<file path="config.mk">
export PLATFORM = sky130hd
export DESIGN_NAME = cop_bus_top
export DESIGN_NICKNAME = d
export VERILOG_FILES = /design/src/hdl/cop_bus_pkg.sv /design/src/hdl/cop_addr_decoder.sv /design/src/hdl/cop_bus_capture.sv /design/src/hdl/cop_bus_top.sv /design/src/hdl/cop_io_read.sv
export SDC_FILE = /design/constraint.sdc
export NUM_CORES = 1
export LEC_CHECK = 0
export BUFFER_PORTS_ARGS = -buffer_cell sky130_fd_sc_hd__buf_4
export CAP_MARGIN = 10
export CORE_MARGIN = 1
export CORE_UTILIZATION = 50
export CTS_BUF_LIST = sky130_fd_sc_hd__clkbuf_4 sky130_fd_sc_hd__clkbuf_8 sky130_fd_sc_hd__clkbuf_16
export CTS_CLUSTER_DIAMETER = 200
export CTS_CLUSTER_SIZE = 10
export DETAILED_ROUTE_END_ITERATION = 7
export PLACE_DENSITY = 0.8
export SLEW_MARGIN = 20
export SYNTH_ARGS = -nofsm -noshare
export SYNTH_HDL_FRONTEND = slang
export SYNTH_HIERARCHICAL = 1
export SYNTH_SLANG_ARGS = --single-unit
</file>
<file path="constraint.sdc">
create_clock -name clk -period 6.4 [get_ports clk]
set_input_delay 1.28 -clock clk [delete_from_list [all_inputs] [get_ports clk]]
set_output_delay 1.28 -clock clk [all_outputs]
set_load 0.02 [all_outputs]
</file>
<file path="src/hdl/cop_bus_pkg.sv">
// shared bus, select and cabinet input types for the main-CPU decoder, imported by every module
package cop_bus_pkg;

    // 68000-style bus as seen by the decoder
    typedef struct packed {
        logic [23:1] addr;   // word address
        logic        as_n;   // address strobe, low active
        logic        rnw;    // high on reads
    } cpu_bus_t;

    // cabinet inputs that end up in the system word
    typedef struct packed {
        logic       service;
        logic [1:0] coin;    // coin slots 2,1
        logic       sec2;
    } cab_in_t;

    // one tile-layer chip has three windows
    typedef struct packed {
        logic mode;  // control registers
        logic sft;   // row/column scroll
        logic map;   // tilemap RAM
    } tile_sel_t;

    // all chip selects leaving the decoder
    typedef struct packed {
        logic       rom;
        logic       prisel;     // priority register
        logic       sysram;
        logic       obj;        // sprite RAM, MIX on the board
        logic       snreq;      // sound latch
        logic       disp;       // any map or scroll access
        logic [1:0] pal;
        // read port one-hot
        // bit 0 cabinet, 1 system, 2 DIP
        logic [2:0] read;
        tile_sel_t  front;
        tile_sel_t  back;
        tile_sel_t  chr;
    } chip_sel_t;

    // read-back data word
    typedef logic [15:0] io_word_t;

    // read port bit positions
    localparam int RD_CAB = 0;
    localparam int RD_SYS = 1;
    localparam int RD_DIP = 2;

endpackage

</file>
<file path="src/hdl/cop_addr_decoder.sv">
// address decode table of the main CPU with the two-bit tilemap bank counter
`timescale 1ns/1ps

module cop_addr_decoder import cop_bus_pkg::*; #(
    parameter int ROM_BANKS = 6  // populated 64K-word ROM banks
) (
    input  logic      clk,
    input  logic      rst,
    input  cpu_bus_t  bus_q,     // captured bus
    output chip_sel_t sel_c      // combinational selects
);

    localparam logic [4:0] ROM_LIM = 5'(ROM_BANKS);  // one spare bit so 16 banks fit

    logic [23:1] a;       // short alias for the address
    logic [1:0]  bank;    // map bank picking the tilemap window
    logic        cnt_up;  // read at 0x244000
    logic        cnt_clr; // write at 0x24A000
    logic        up_l;
    logic        clr_l;

    assign a = bus_q.addr;

    // bank counter
    // counts on the first cycle of each count-up access only
    always_ff @(posedge clk or posedge rst) begin
        if (rst) begin
            bank  <= 2'd0;
            up_l  <= 1'b0;
            clr_l <= 1'b0;
        end else begin
            up_l  <= cnt_up;
            clr_l <= cnt_clr;
            if (cnt_clr && !clr_l) begin
                bank <= 2'd0;          // clear has priority
            end else if (cnt_up && !up_l) begin
                bank <= bank + 2'd1;   // wraps after 3
            end
        end
    end

    // decode table
    // A23..22 not decoded so the map repeats every 4MB
    always_comb begin
        sel_c   = '0;
        cnt_up  = 1'b0;
        cnt_clr = 1'b0;
        if (!bus_q.as_n) begin
            case (a[21:20])
                2'd0: begin
                    // program ROM on reads only
                    sel_c.rom = bus_q.rnw && ({1'b0, a[19:16]} < ROM_LIM);
                end
                2'd1: begin
                    // extra map windows in bank 1 only
                    case (a[17:12])
                        6'h18:   sel_c.front.map = bank == 2'd1;  // 0x118000
                        6'h1c:   sel_c.back.map  = bank == 2'd1;  // 0x11C000
                        default: ;
                    endcase
                end
                2'd2: begin
                    if (a[19:18] == 2'b01) begin
                        // 8KB granularity with A12 ignored
                        case ({a[17:13], 1'b0})
                            6'h04: cnt_up  = bus_q.rnw;     // count-up read
                            6'h0a: cnt_clr = !bus_q.rnw;    // count-clear write
                            // front chip
                            6'h08: sel_c.front.mode = 1'b1;
                            6'h0c: sel_c.front.sft  = 1'b1;
                            6'h0e: sel_c.front.map  = bank == 2'd0;
                            6'h22,
                            6'h2e: sel_c.front.map  = bank == 2'd2;  // two mirrors
                            6'h30: sel_c.front.map  = bank == 2'd3;
                            // back chip
                            6'h00: sel_c.back.mode  = 1'b1;
                            6'h02: sel_c.back.sft   = 1'b1;
                            6'h06: sel_c.back.map   = bank == 2'd0;
                            6'h20: sel_c.back.map   = bank == 2'd2;
                            6'h38: sel_c.back.map   = bank == 2'd3;
                            default: ;
                        endcase
                    end
                end
                2'd3: begin
                    // 16KB blocks from 0x300000
                    case (a[19:14])
                        6'h00: begin
                            // char chip split by 2KB
                            case (a[12:11])
                                2'd0:    sel_c.chr.mode = 1'b1;
                                2'd1:    sel_c.chr.map  = 1'b1;
                                2'd2:    sel_c.chr.sft  = 1'b1;
                                default: ;
                            endcase
                        end
                        6'h01: sel_c.sysram = 1'b1;   // 0x304000
                        6'h02: sel_c.obj    = 1'b1;   // 0x308000
                        6'h04: sel_c.pal[0] = 1'b1;   // 0x310000
                        6'h05: begin
                            // I/O ports at 0x314000
                            // input ports only answer reads
                            case (a[3:1])
                                3'd0:    sel_c.snreq        = 1'b1;
                                3'd1:    sel_c.prisel       = 1'b1;
                                3'd4:    sel_c.read[RD_DIP] = bus_q.rnw;
                                3'd5:    sel_c.read[RD_CAB] = bus_q.rnw;
                                3'd6:    sel_c.read[RD_SYS] = bus_q.rnw;
                                default: ;
                            endcase
                        end
                        6'h07: sel_c.sysram = bus_q.rnw;  // 0x31C000 on the read side only
                        default: ;
                    endcase
                end
                default: ;
            endcase
            // tile chips want to know about any map or scroll access
            sel_c.disp = |{sel_c.front.map, sel_c.back.map, sel_c.chr.map,
                           sel_c.front.sft, sel_c.back.sft, sel_c.chr.sft};
        end
    end

endmodule

</file>
<file path="src/hdl/cop_bus_capture.sv">
// input stage of the decoder, registers the CPU bus and cabinet pins and flags vblank start
`timescale 1ns/1ps

module cop_bus_capture import cop_bus_pkg::*; (
    input  logic     clk,
    input  logic     rst,
    input  cpu_bus_t bus,          // raw CPU pins
    input  cab_in_t  cab,          // raw cabinet pins
    input  logic     lvbl,         // low during vblank
    output cpu_bus_t bus_q,
    output cab_in_t  cab_q,
    output logic     lvbl_q,
    output logic     frame_start   // one cycle at vblank entry
);

    logic lvbl_l;  // lvbl_q one cycle later

    // bus register
    // as_n comes out of reset high so the decoder sees an idle bus
    always_ff @(posedge clk or posedge rst) begin
        if (rst) begin
            bus_q.addr <= '0;
            bus_q.as_n <= 1'b1;   // idle strobe
            bus_q.rnw  <= 1'b1;
        end else begin
            bus_q <= bus;
        end
    end

    // cabinet inputs, plain sampling
    always_ff @(posedge clk or posedge rst) begin
        if (rst) begin
            cab_q <= '0;
        end else begin
            cab_q <= cab;
        end
    end

    // vblank pipe, two stages for the edge detect
    always_ff @(posedge clk or posedge rst) begin
        if (rst) begin
            lvbl_q <= 1'b0;
            lvbl_l <= 1'b0;   // both low so no pulse right after reset
        end else begin
            lvbl_q <= lvbl;
            lvbl_l <= lvbl_q;
        end
    end

    // high->low on LVBL means the frame is done
    // valid in the cycle after the first capture of the low level
    assign frame_start = lvbl_l & ~lvbl_q;

endmodule

</file>
<file path="src/hdl/cop_bus_top.sv">
// top of the main-CPU decoder, chains bus capture, decode table and read-back stage
`timescale 1ns/1ps

module cop_bus_top import cop_bus_pkg::*; #(
    parameter int ROM_BANKS = 6   // board fits six program ROM banks
) (
    input  logic       clk,
    input  logic       rst,
    // CPU side
    input  cpu_bus_t   bus,
    // cabinet and video timing
    input  cab_in_t    cab,
    input  logic       lvbl,
    input  io_word_t   dip_sw,
    input  io_word_t   cab_io,
    // to the chips
    output chip_sel_t  sel,
    output io_word_t   rdata,
    output logic       obj_copy,
    output logic [5:0] sec
);

    cpu_bus_t  bus_q;        // captured bus
    cab_in_t   cab_q;
    logic      lvbl_q;
    logic      frame_start;  // vblank entry
    chip_sel_t sel_c;        // unregistered selects

    // stage 1
    cop_bus_capture u_capture (
        .clk         (clk),
        .rst         (rst),
        .bus         (bus),
        .cab         (cab),
        .lvbl        (lvbl),
        .bus_q       (bus_q),
        .cab_q       (cab_q),
        .lvbl_q      (lvbl_q),
        .frame_start (frame_start)
    );

    // decode plus bank counter
    cop_addr_decoder #(
        .ROM_BANKS (ROM_BANKS)
    ) u_decoder (
        .clk   (clk),
        .rst   (rst),
        .bus_q (bus_q),
        .sel_c (sel_c)
    );

    // stage 2
    cop_io_read u_io_read (
        .clk         (clk),
        .rst         (rst),
        .sel_c       (sel_c),
        .cab_q       (cab_q),
        .lvbl_q      (lvbl_q),
        .frame_start (frame_start),
        .dip_sw      (dip_sw),
        .cab_io      (cab_io),
        .sel         (sel),
        .rdata       (rdata),
        .obj_copy    (obj_copy),
        .sec         (sec)
    );

endmodule

</file>
<file path="src/hdl/cop_io_read.sv">
// output stage of the decoder, registers the selects and builds the I/O read-back word
`timescale 1ns/1ps

module cop_io_read import cop_bus_pkg::*; (
    input  logic      clk,
    input  logic      rst,
    input  chip_sel_t sel_c,        // from the decode table
    input  cab_in_t   cab_q,
    input  logic      lvbl_q,
    input  logic      frame_start,
    input  io_word_t  dip_sw,       // both DIP banks
    input  io_word_t  cab_io,       // joysticks and buttons
    output chip_sel_t sel,
    output io_word_t  rdata,
    output logic      obj_copy,     // sprite DMA trigger
    output logic [5:0] sec          // to the MCU side
);

    io_word_t sys_word;   // system port layout
    io_word_t rd_mux;

    // bit 2 sec2, bits 1..0 not wired on the board
    assign sec = {cab_q.service, cab_q.coin, cab_q.sec2, 2'b00};

    // LVBL at bit 7, bit 6 open
    assign sys_word = {8'h00, lvbl_q, 1'b0, sec};

    // one-hot port select, anything else reads as zero
    always_comb begin
        case (sel_c.read)
            3'b100:  rd_mux = dip_sw;
            3'b001:  rd_mux = cab_io;
            3'b010:  rd_mux = sys_word;
            default: rd_mux = '0;
        endcase
    end

    // second pipe stage
    always_ff @(posedge clk or posedge rst) begin
        if (rst) begin
            sel      <= '0;
            rdata    <= '0;
            obj_copy <= 1'b0;
        end else begin
            sel      <= sel_c;
            rdata    <= rd_mux;
            obj_copy <= frame_start;   // one pulse per frame
        end
    end

endmodule

</file>
# Yosys cells after proc, flatten, opt, wreduce, memory -nomap -nowiden
# Index checks and enable logic that the tools add are counted.
[totals] word_cells=134 out_inout_bits=43 regBits=69 rom_bits=0 latchBits=0 ram_bits=0 mem_count=0 in_bits=64
[op_classes] div_mod_pow=0 reduce_logical=15 eq_ne=35 mux=50 shifts=0 bitwise=2 magnitude_cmp=1 add_sub_neg=1 multipliers=0
[ops] cell="16-bit case mux with 3 select lines" count=1
[ops] cell="1-bit 2-to-1 mux" count=29
[ops] cell="5-bit == test (second input constant)" count=5
[ops] cell="5-bit by 3-bit == test with 1-bit output (second input constant)" count=4
[ops] cell="6-bit by 3-bit == test with 1-bit output (second input constant)" count=3
[ops] cell="13-bit 2-to-1 mux" count=1
[ops] cell="3-bit == test (second input constant)" count=4
[ops] cell="6-bit by 5-bit == test with 1-bit output (second input constant)" count=2
[ops] cell="2-bit 2-to-1 mux" count=6
[ops] cell="3-bit 2-to-1 mux" count=4
[ops] cell="6-bit 2-to-1 mux" count=2
[ops] cell="2-bit == test (second input constant)" count=5
[ops] cell="5-bit by 2-bit == test with 1-bit output (second input constant)" count=2
[ops] cell="2-bit by 1-bit == test with 1-bit output (second input constant)" count=4
[ops] cell="4-bit 2-to-1 mux" count=2
[ops] cell="3-bit by 1-bit == test with 1-bit output (second input constant)" count=2
[ops] cell="6-bit by 1-bit == test with 1-bit output (second input constant)" count=1
[ops] cell="6-bit by 2-bit == test with 1-bit output (second input constant)" count=1
[ops] cell="2-bit logical NOT" count=3
[ops] cell="6-bit logical NOT" count=1
[ops] cell="1-bit case mux with 2 select lines" count=3
[ops] cell="1-bit case mux with 3 select lines" count=2
[ops] cell="6-bit OR reduction" count=1
[ops] cell="5-bit by 1-bit == test with 1-bit output (second input constant)" count=1
[ops] cell="other kinds (11)" count=15

# Depth between registers and ports, before layout
# Gate-level depths: netlist of the first run.
[depth] depth_word=9 ltp_mapped=9 mapped_depth_nobuf=7

# Cells and area by module
# The synthesis of the first run kept the hierarchy.
[modules_own_cells] mod="cop_io_read" seq_area_each_um2=925.9 cells_per_inst=103 instances=1 area_per_inst_um2=1405.1
[modules_own_cells] mod="cop_addr_decoder" seq_area_each_um2=100.1 cells_per_inst=105 instances=1 area_per_inst_um2=808.3
[modules_own_cells] mod="cop_bus_capture" seq_area_each_um2=778.2 cells_per_inst=33 instances=1 area_per_inst_um2=795.8

# Least setup slack after synthesis of the first run
# Ideal clock, no wire load.
[synth_timing] path_kind="reg-to-reg" startpoint="register, netlist name u_capture/bus_q[21]" endpoint="register u_io_read.rdata[2]" path_stages_with_launch=8 period_less_slack_ns=2.658 path_slack_ns=3.742 n_path_buf=0 arrival_ns=2.531 cell_sequence="dfrtp_1 > ha_1 > or4b_1 > nor2_1 > nand3_1 > nor4_1 > nor3b_2 > a221o_1"
[synth_rtl] element="end signal: assignment" line_no="cop_io_read.sv:46" rtl="rdata <= rd_mux;"
[synth_rtl] element="end: declaration" line_no="cop_io_read.sv:14" rtl="output io_word_t rdata,"

==> results.yml, run 1 <==
hold_path:
  hp-class: "flop to flop"
  min_path_cells: 0
  min_to: "u_capture/lvbl_l$_DFF_PP0_"
  min_from: "u_capture/lvbl_q$_DFF_PP0_"
global_route:
  grt_usage_pct: 21.4
  grt_pass1_vias: 1985
  grt_max_degree: 38
  overflow: 0
  grt_antenna_before_repair: 0
  grt_first_pass_wirelength_um: 9380
synthesis:
  synthCells: 232
  synth_warnings: 6
  avgSynthCellArea_um2: 12.0
  syn-cell-area_um2: 2780
sta:
  skew_ps: 8.33
  finalMaxSlewViolations: 0
  slew_headroom_pct: 46.3
  fin_crit_ps: 2680
  hold_violations: 0
  rsz0062_at_grt: "no"
  period_share_pct: 41.9
  tightest_slew_ps: 804
  fin_setup_tns_ps: 0
  setup_viol: 0
  clock.fmax_mhz: 373
pwr:
  seq_power_share_pct: 51.3
  internal_power_w: 0.000641
  ir_drop_mv: 0.288
  clkPwrFrac_pct: 41.9
  powerDensity_nw_per_um2: 222
  p_sw_w: 0.000177
  swShare_pct: 21.7
  p_comb_share_pct: 6.8
  power_leakage_nw: 1.76
clock_tree:
  cts.clk_slew.worst_paths_ps: 60
  hold_buffers: 0
  cts_max_path_buffers: 2
  cts_max_level: 3
  clockRootBuffer: "clkbuf_8"
  cts_tree: "yes"
  cts_resized: 0
  cts_setup_buffers: 0
  numCtsBuffers: 9
  clock-sinks: 63
  clock_latency_ps: 350
detailed_routing:
  vias: 2047
  avgViaCountPerCell: 5.18
  drc: 0
  postRouteAntennaNets: 0
  wl_met1_um: 2460
  drt_iter0_drc: 86
  wl_met2_um: 2780
  wl_met3_um: 436
  finalWirelength_um: 5770
  dr.pass1.iters: 4
  top_layer_used: "met4"
  wl_per_cell_um: 14.6
floorplanning:
  initial_core_util_pct: 53.2
  fp.dieH_um: 76.6
  core_area_um2: 5240
  die_area_um2: 5870
  ioPinCount: 107
  num_rows: 26
  die_width_um: 76.6
finish:
  mostFrequentLayoutCells: "buf_4 (99), dfrtp_1 (61), nand3b_1 (24), a21oi_1 (14), clkbuf_8 (11)"
  fillers: 363
  layout_commonest_cell: "buf_4"
  fin_nets: 393
  fin_area_um2: 3690
  synthToLayoutAreaGrowth_pct: 32.5
  drive_gt1_share_pct: 38.8
  antenna_cells: 0
worst_setup_path:
  start_kind: "flop"
  cp.required_ps: 6630
  cp_slowest_cell: "or4b_1"
  crit_fanout: 34
  slowest_delay_ps: 470
  reg2reg_slack_ps: 3720
  crit_type: "flop to flop"
  r2r_start: "u_capture/bus_q[21]$_DFF_PP0_"
  worstReg2RegEnd: "u_io_read/rdata[2]$_DFF_PP0_"
  rr_worst_depth: 8
  end_kind: "flop"
  path_cells: "ha_1 -> or4b_1 -> nor2_1 -> nand3_1 -> nor4_2 -> buf_4 -> nor3b_2 -> a221o_1"
  cp.arrival_ps: 2910
job:
  drv_cap: 0
run_status:
  status: "finished clean"
placed_design:
  post_dp_cell_area_um2: 3490
  hpwl_um: 4060
  gp_congestion: 0.903
  port_buffers: 95
-- power groups by stage --
stage / Combinational [W] / Clock [W] / Sequential (W)
3_5_place_dp: 0.0000564 / 0 / 0.000427
6_report: 0.0000559 / 0.000343 / 0.000420
2_1_floorplan: 0.0000311 / 0 / 0.000420
3_3_place_gp: 0.0000555 / 0 / 0.000426
5_1_grt: 0.0000614 / 0.000373 / 0.000421
4_1_cts: 0.0000566 / 0.000355 / 0.000420
-- cell type report --
class / instances / area (um^2) / area share [%]
Inverter: 9 / 33.8 / 0.916
Sequential cell: 63 / 1580 / 42.8
Multi-Input combinational cell: 139 / 1040 / 28.3
Clock inverter: 3 / 42.5 / 1.15
Timing Repair Buffer: 99 / 743 / 20.1
Clock buffer: 12 / 159 / 4.31
Tap cell: 70 / 87.6 / 2.37
-- per-layer routing --
layer / global-route usage (%) / up-vias
met5: 0 / -
met3: 9.22 / 9
li1: - / 984
met2: 32.2 / 91
met4: 8.85 / 0
met1: 27.1 / 963
-- critical path: cells and delay by family, from the launching register on --
kind | cells | cell delay (ps)
and+or+nand+nor | 5 | 1310
DFF | 1 | 370
AOI/OAI and AO/OA | 1 | 360
buffers and inverters | 1 | 330
adders and majority gates | 1 | 200
-- metrics by stage --
stage	utilization [%]	cells	hold WS (ps)	total power (W)	worst slack, ps
after floorplan	-	233	421	0.000451	3740
after global placement	66.6	380	438	0.000482	3810
after detailed placement	66.6	380	448	0.000483	3740
after CTS	70.4	395	462	0.000831	3750
after global routing	70.4	395	467	0.000855	3560
final	70.4	395	454	0.000818	3720
-- how the worst max path moves through the flow --
stage                                        end                          start
finish              u_io_read/rdata[2]$_DFF_PP0_  u_capture/bus_q[21]$_DFF_PP0_
global placement    u_io_read/rdata[3]$_DFF_PP0_  u_capture/bus_q[21]$_DFF_PP0_
global route        u_io_read/rdata[3]$_DFF_PP0_  u_capture/bus_q[21]$_DFF_PP0_
CTS                 u_io_read/rdata[7]$_DFF_PP0_  u_capture/bus_q[21]$_DFF_PP0_
floorplan           u_io_read/rdata[2]$_DFF_PP0_  u_capture/bus_q[21]$_DFF_PP0_
detailed placement  u_io_read/rdata[7]$_DFF_PP0_  u_capture/bus_q[21]$_DFF_PP0_
-- state kept, by name, indices dropped and copies added (netlist names) --
register,cells
u_capture/cab_q,4
u_io_read/obj_copy,1
u_decoder/bank,2
u_decoder/clr_l,1
u_capture/bus_q,16
u_io_read/rdata,16
u_capture/lvbl_q,1
u_decoder/up_l,1
u_capture/lvbl_l,1
u_io_read/sel,20
Note: power is estimated with default switching activity, not from simulation.
==> inputs of run 2 (changes only) <==
--- a/config.mk
+++ b/config.mk
@@ -5,10 +5,11 @@
 export SDC_FILE = /design/constraint.sdc
 export NUM_CORES = 1
 export LEC_CHECK = 0
+export ABC_AREA = 1
 export BUFFER_PORTS_ARGS = -buffer_cell sky130_fd_sc_hd__buf_4
 export CAP_MARGIN = 10
 export CORE_MARGIN = 1
-export CORE_UTILIZATION = 50
+export CORE_UTILIZATION = 49
 export CTS_BUF_LIST = sky130_fd_sc_hd__clkbuf_4 sky130_fd_sc_hd__clkbuf_8 sky130_fd_sc_hd__clkbuf_16
 export CTS_CLUSTER_DIAMETER = 200
 export CTS_CLUSTER_SIZE = 10
==> constraint.sdc (replaced) <==
create_clock -name clk -period 2.5 [get_ports clk]
set_input_delay 0.5 -clock clk [delete_from_list [all_inputs] [get_ports clk]]
set_output_delay 0.5 -clock clk [all_outputs]
set_load 0.02 [all_outputs]
==> results.yml, run 2 <==
clock_tree:
  cts.clk_slew.worst_paths_ps: 60
  clock_latency_ps: 340
  cts_setup_buffers: 0
  hold_buffers: 0
  clockRootBuffer: "clkbuf_8"
  cts_max_level: 3
  cts_resized: 0
  numCtsBuffers: 9
  cts_tree: "yes"
  cts_max_path_buffers: 2
  clock-sinks: 63
detailed_routing:
  vias: 2155
  drc: 0
  finalWirelength_um: 5480
  drt_iter0_drc: 133
  dr.pass1.iters: 4
  wl_per_cell_um: 12.2
  avgViaCountPerCell: 4.78
  postRouteAntennaNets: 0
global_route:
  grt_most_used_layer: "met2"
  groute.layer.met3.usage_pct: 4.10
  grt_pass1_vias: 1944
  overflow: 0
  grt_use_met1_pct: 26.9
  grt_first_pass_wirelength_um: 8600
  grt_usage_pct: 20.7
  grt_max_degree: 38
  grt_antenna_before_repair: 0
  use_met2_pct: 32.1
synthesis:
  syn-cell-area_um2: 2660
  synth_warnings: 6
  synthCells: 276
  avgSynthCellArea_um2: 9.62
finish:
  fin_nets: 448
  regArea_um2: 1580
  drive_gt1_share_pct: 35.2
  reg_top3: "u_io_read/sel: 20 flops, u_capture/bus_q: 16 flops, u_io_read/rdata: 16 flops"
  fin_area_um2: 3630
  synthToLayoutAreaGrowth_pct: 36.7
  layout_commonest_cell: "buf_4"
  multi_input_area_um2: 852
  antenna_cells: 0
  largest-register: "u_io_read/sel"
  largest_reg_flops: 20
  mostFrequentLayoutCells: "buf_4 (101), nand2_1 (63), dfrtp_1 (61), inv_1 (29), nand3_1 (25)"
  fillers: 407
placed_design:
  dp_slack_ps: 264
  hpwl_um: 4260
  post_dp_cell_area_um2: 3410
  gp_congestion: 0.896
  port_buffers: 95
sta:
  period_share_pct: 89.3
  tightest_slew_ps: 736
  finalMaxSlewViolations: 0
  fin_ws_ps: 268
  fin_crit_ps: 2230
  slew_headroom_pct: 50.9
  fin_setup_tns_ps: 0
  clock.fmax_mhz: 448
  rsz0062_at_grt: "no"
  hold_violations: 0
  skew_ps: 8.96
  setup_viol: 0
worst_setup_path:
  cp.arrival_ps: 2510
  cp.required_ps: 2780
  end_kind: "flop"
  crit_fanout: 11
  reg2reg_slack_ps: 270
  r2r_start: "u_capture/bus_q[0]$_DFF_PP1_"
  rr_worst_depth: 9
  worstReg2RegEnd: "u_io_read/rdata[6]$_DFF_PP0_"
  critical_path.startpoint: "u_capture/bus_q[0]$_DFF_PP1_"
  crit_type: "flop to flop"
  start_kind: "flop"
floorplanning:
  die_area_um2: 5720
  num_rows: 26
  die_width_um: 75.6
  core_area_um2: 5170
  ioPinCount: 107
  fp.dieH_um: 75.6
  initial_core_util_pct: 51.3
run_status:
  status: "finished clean"
pwr:
  ir_drop_mv: 0.446
  power_leakage_nw: 2.00
  powerDensity_nw_per_um2: 594
hold_path:
  hp-class: "input port to async pin"
job:
  drv_cap: 0
## run 2: how the worst max path moves through the flow
stage                     depth (start not counted)                             to  slack, ps
final                                             9   u_io_read/rdata[6]$_DFF_PP0_        270
after global routing                              9  u_io_read/rdata[15]$_DFF_PP0_         30
after CTS                                         9   u_io_read/rdata[6]$_DFF_PP0_        270
after detailed placement                          9   u_io_read/rdata[6]$_DFF_PP0_        260
after global placement                            9  u_io_read/rdata[12]$_DFF_PP0_        380
after floorplan                                   9   u_io_read/rdata[0]$_DFF_PP0_        430
## run 2: cell type report
cell class | count | share of cell area (%)
Sequential cell | 63 | 43.5
Multi-Input combinational cell | 165 | 23.5
Timing Repair Buffer | 101 | 20.9
Inverter | 36 | 3.72
Clock buffer | 10 | 3.62
Tap cell | 70 | 2.41
Clock inverter | 6 | 2.34
## run 2: per-stage QoR
stage	utilization, %	std cells	power (W)	hold slack [ps]
3_5_place_dp	66.0	435	0.00124	415
6_report	70.2	451	0.00216	53.6
2_1_floorplan	-	277	0.00115	266
5_1_grt	70.2	451	0.00225	63.6
3_3_place_gp	66.0	435	0.00123	411
4_1_cts	70.2	451	0.00218	50.3
## run 2: worst max-delay path, cell delays in order (launching register included)
cell and delay (ps):
dfstp_2 530, inv_1 130, nor4_1 310, nand3_1 150, nor3_1 380, inv_2 190, nor3_2 140, buf_4 190
nand2_1 70, nand2_1 70
## run 2: where the power goes
group / internal [W] / switching, W / leakage (nW)
Sequential: 0.00104 / 0.0000203 / 0.823
Combinational: 0.0000751 / 0.0000791 / 1.07
Clock: 0.000568 / 0.000371 / 0.106
Total: 0.00169 / 0.000470 / 2.00
## run 2: metal layers
metal  wire, um  vias up
li1           -     1076
met5          0        -
met4        186        0
met2       2660       86
met3        362       13
met1       2280      980
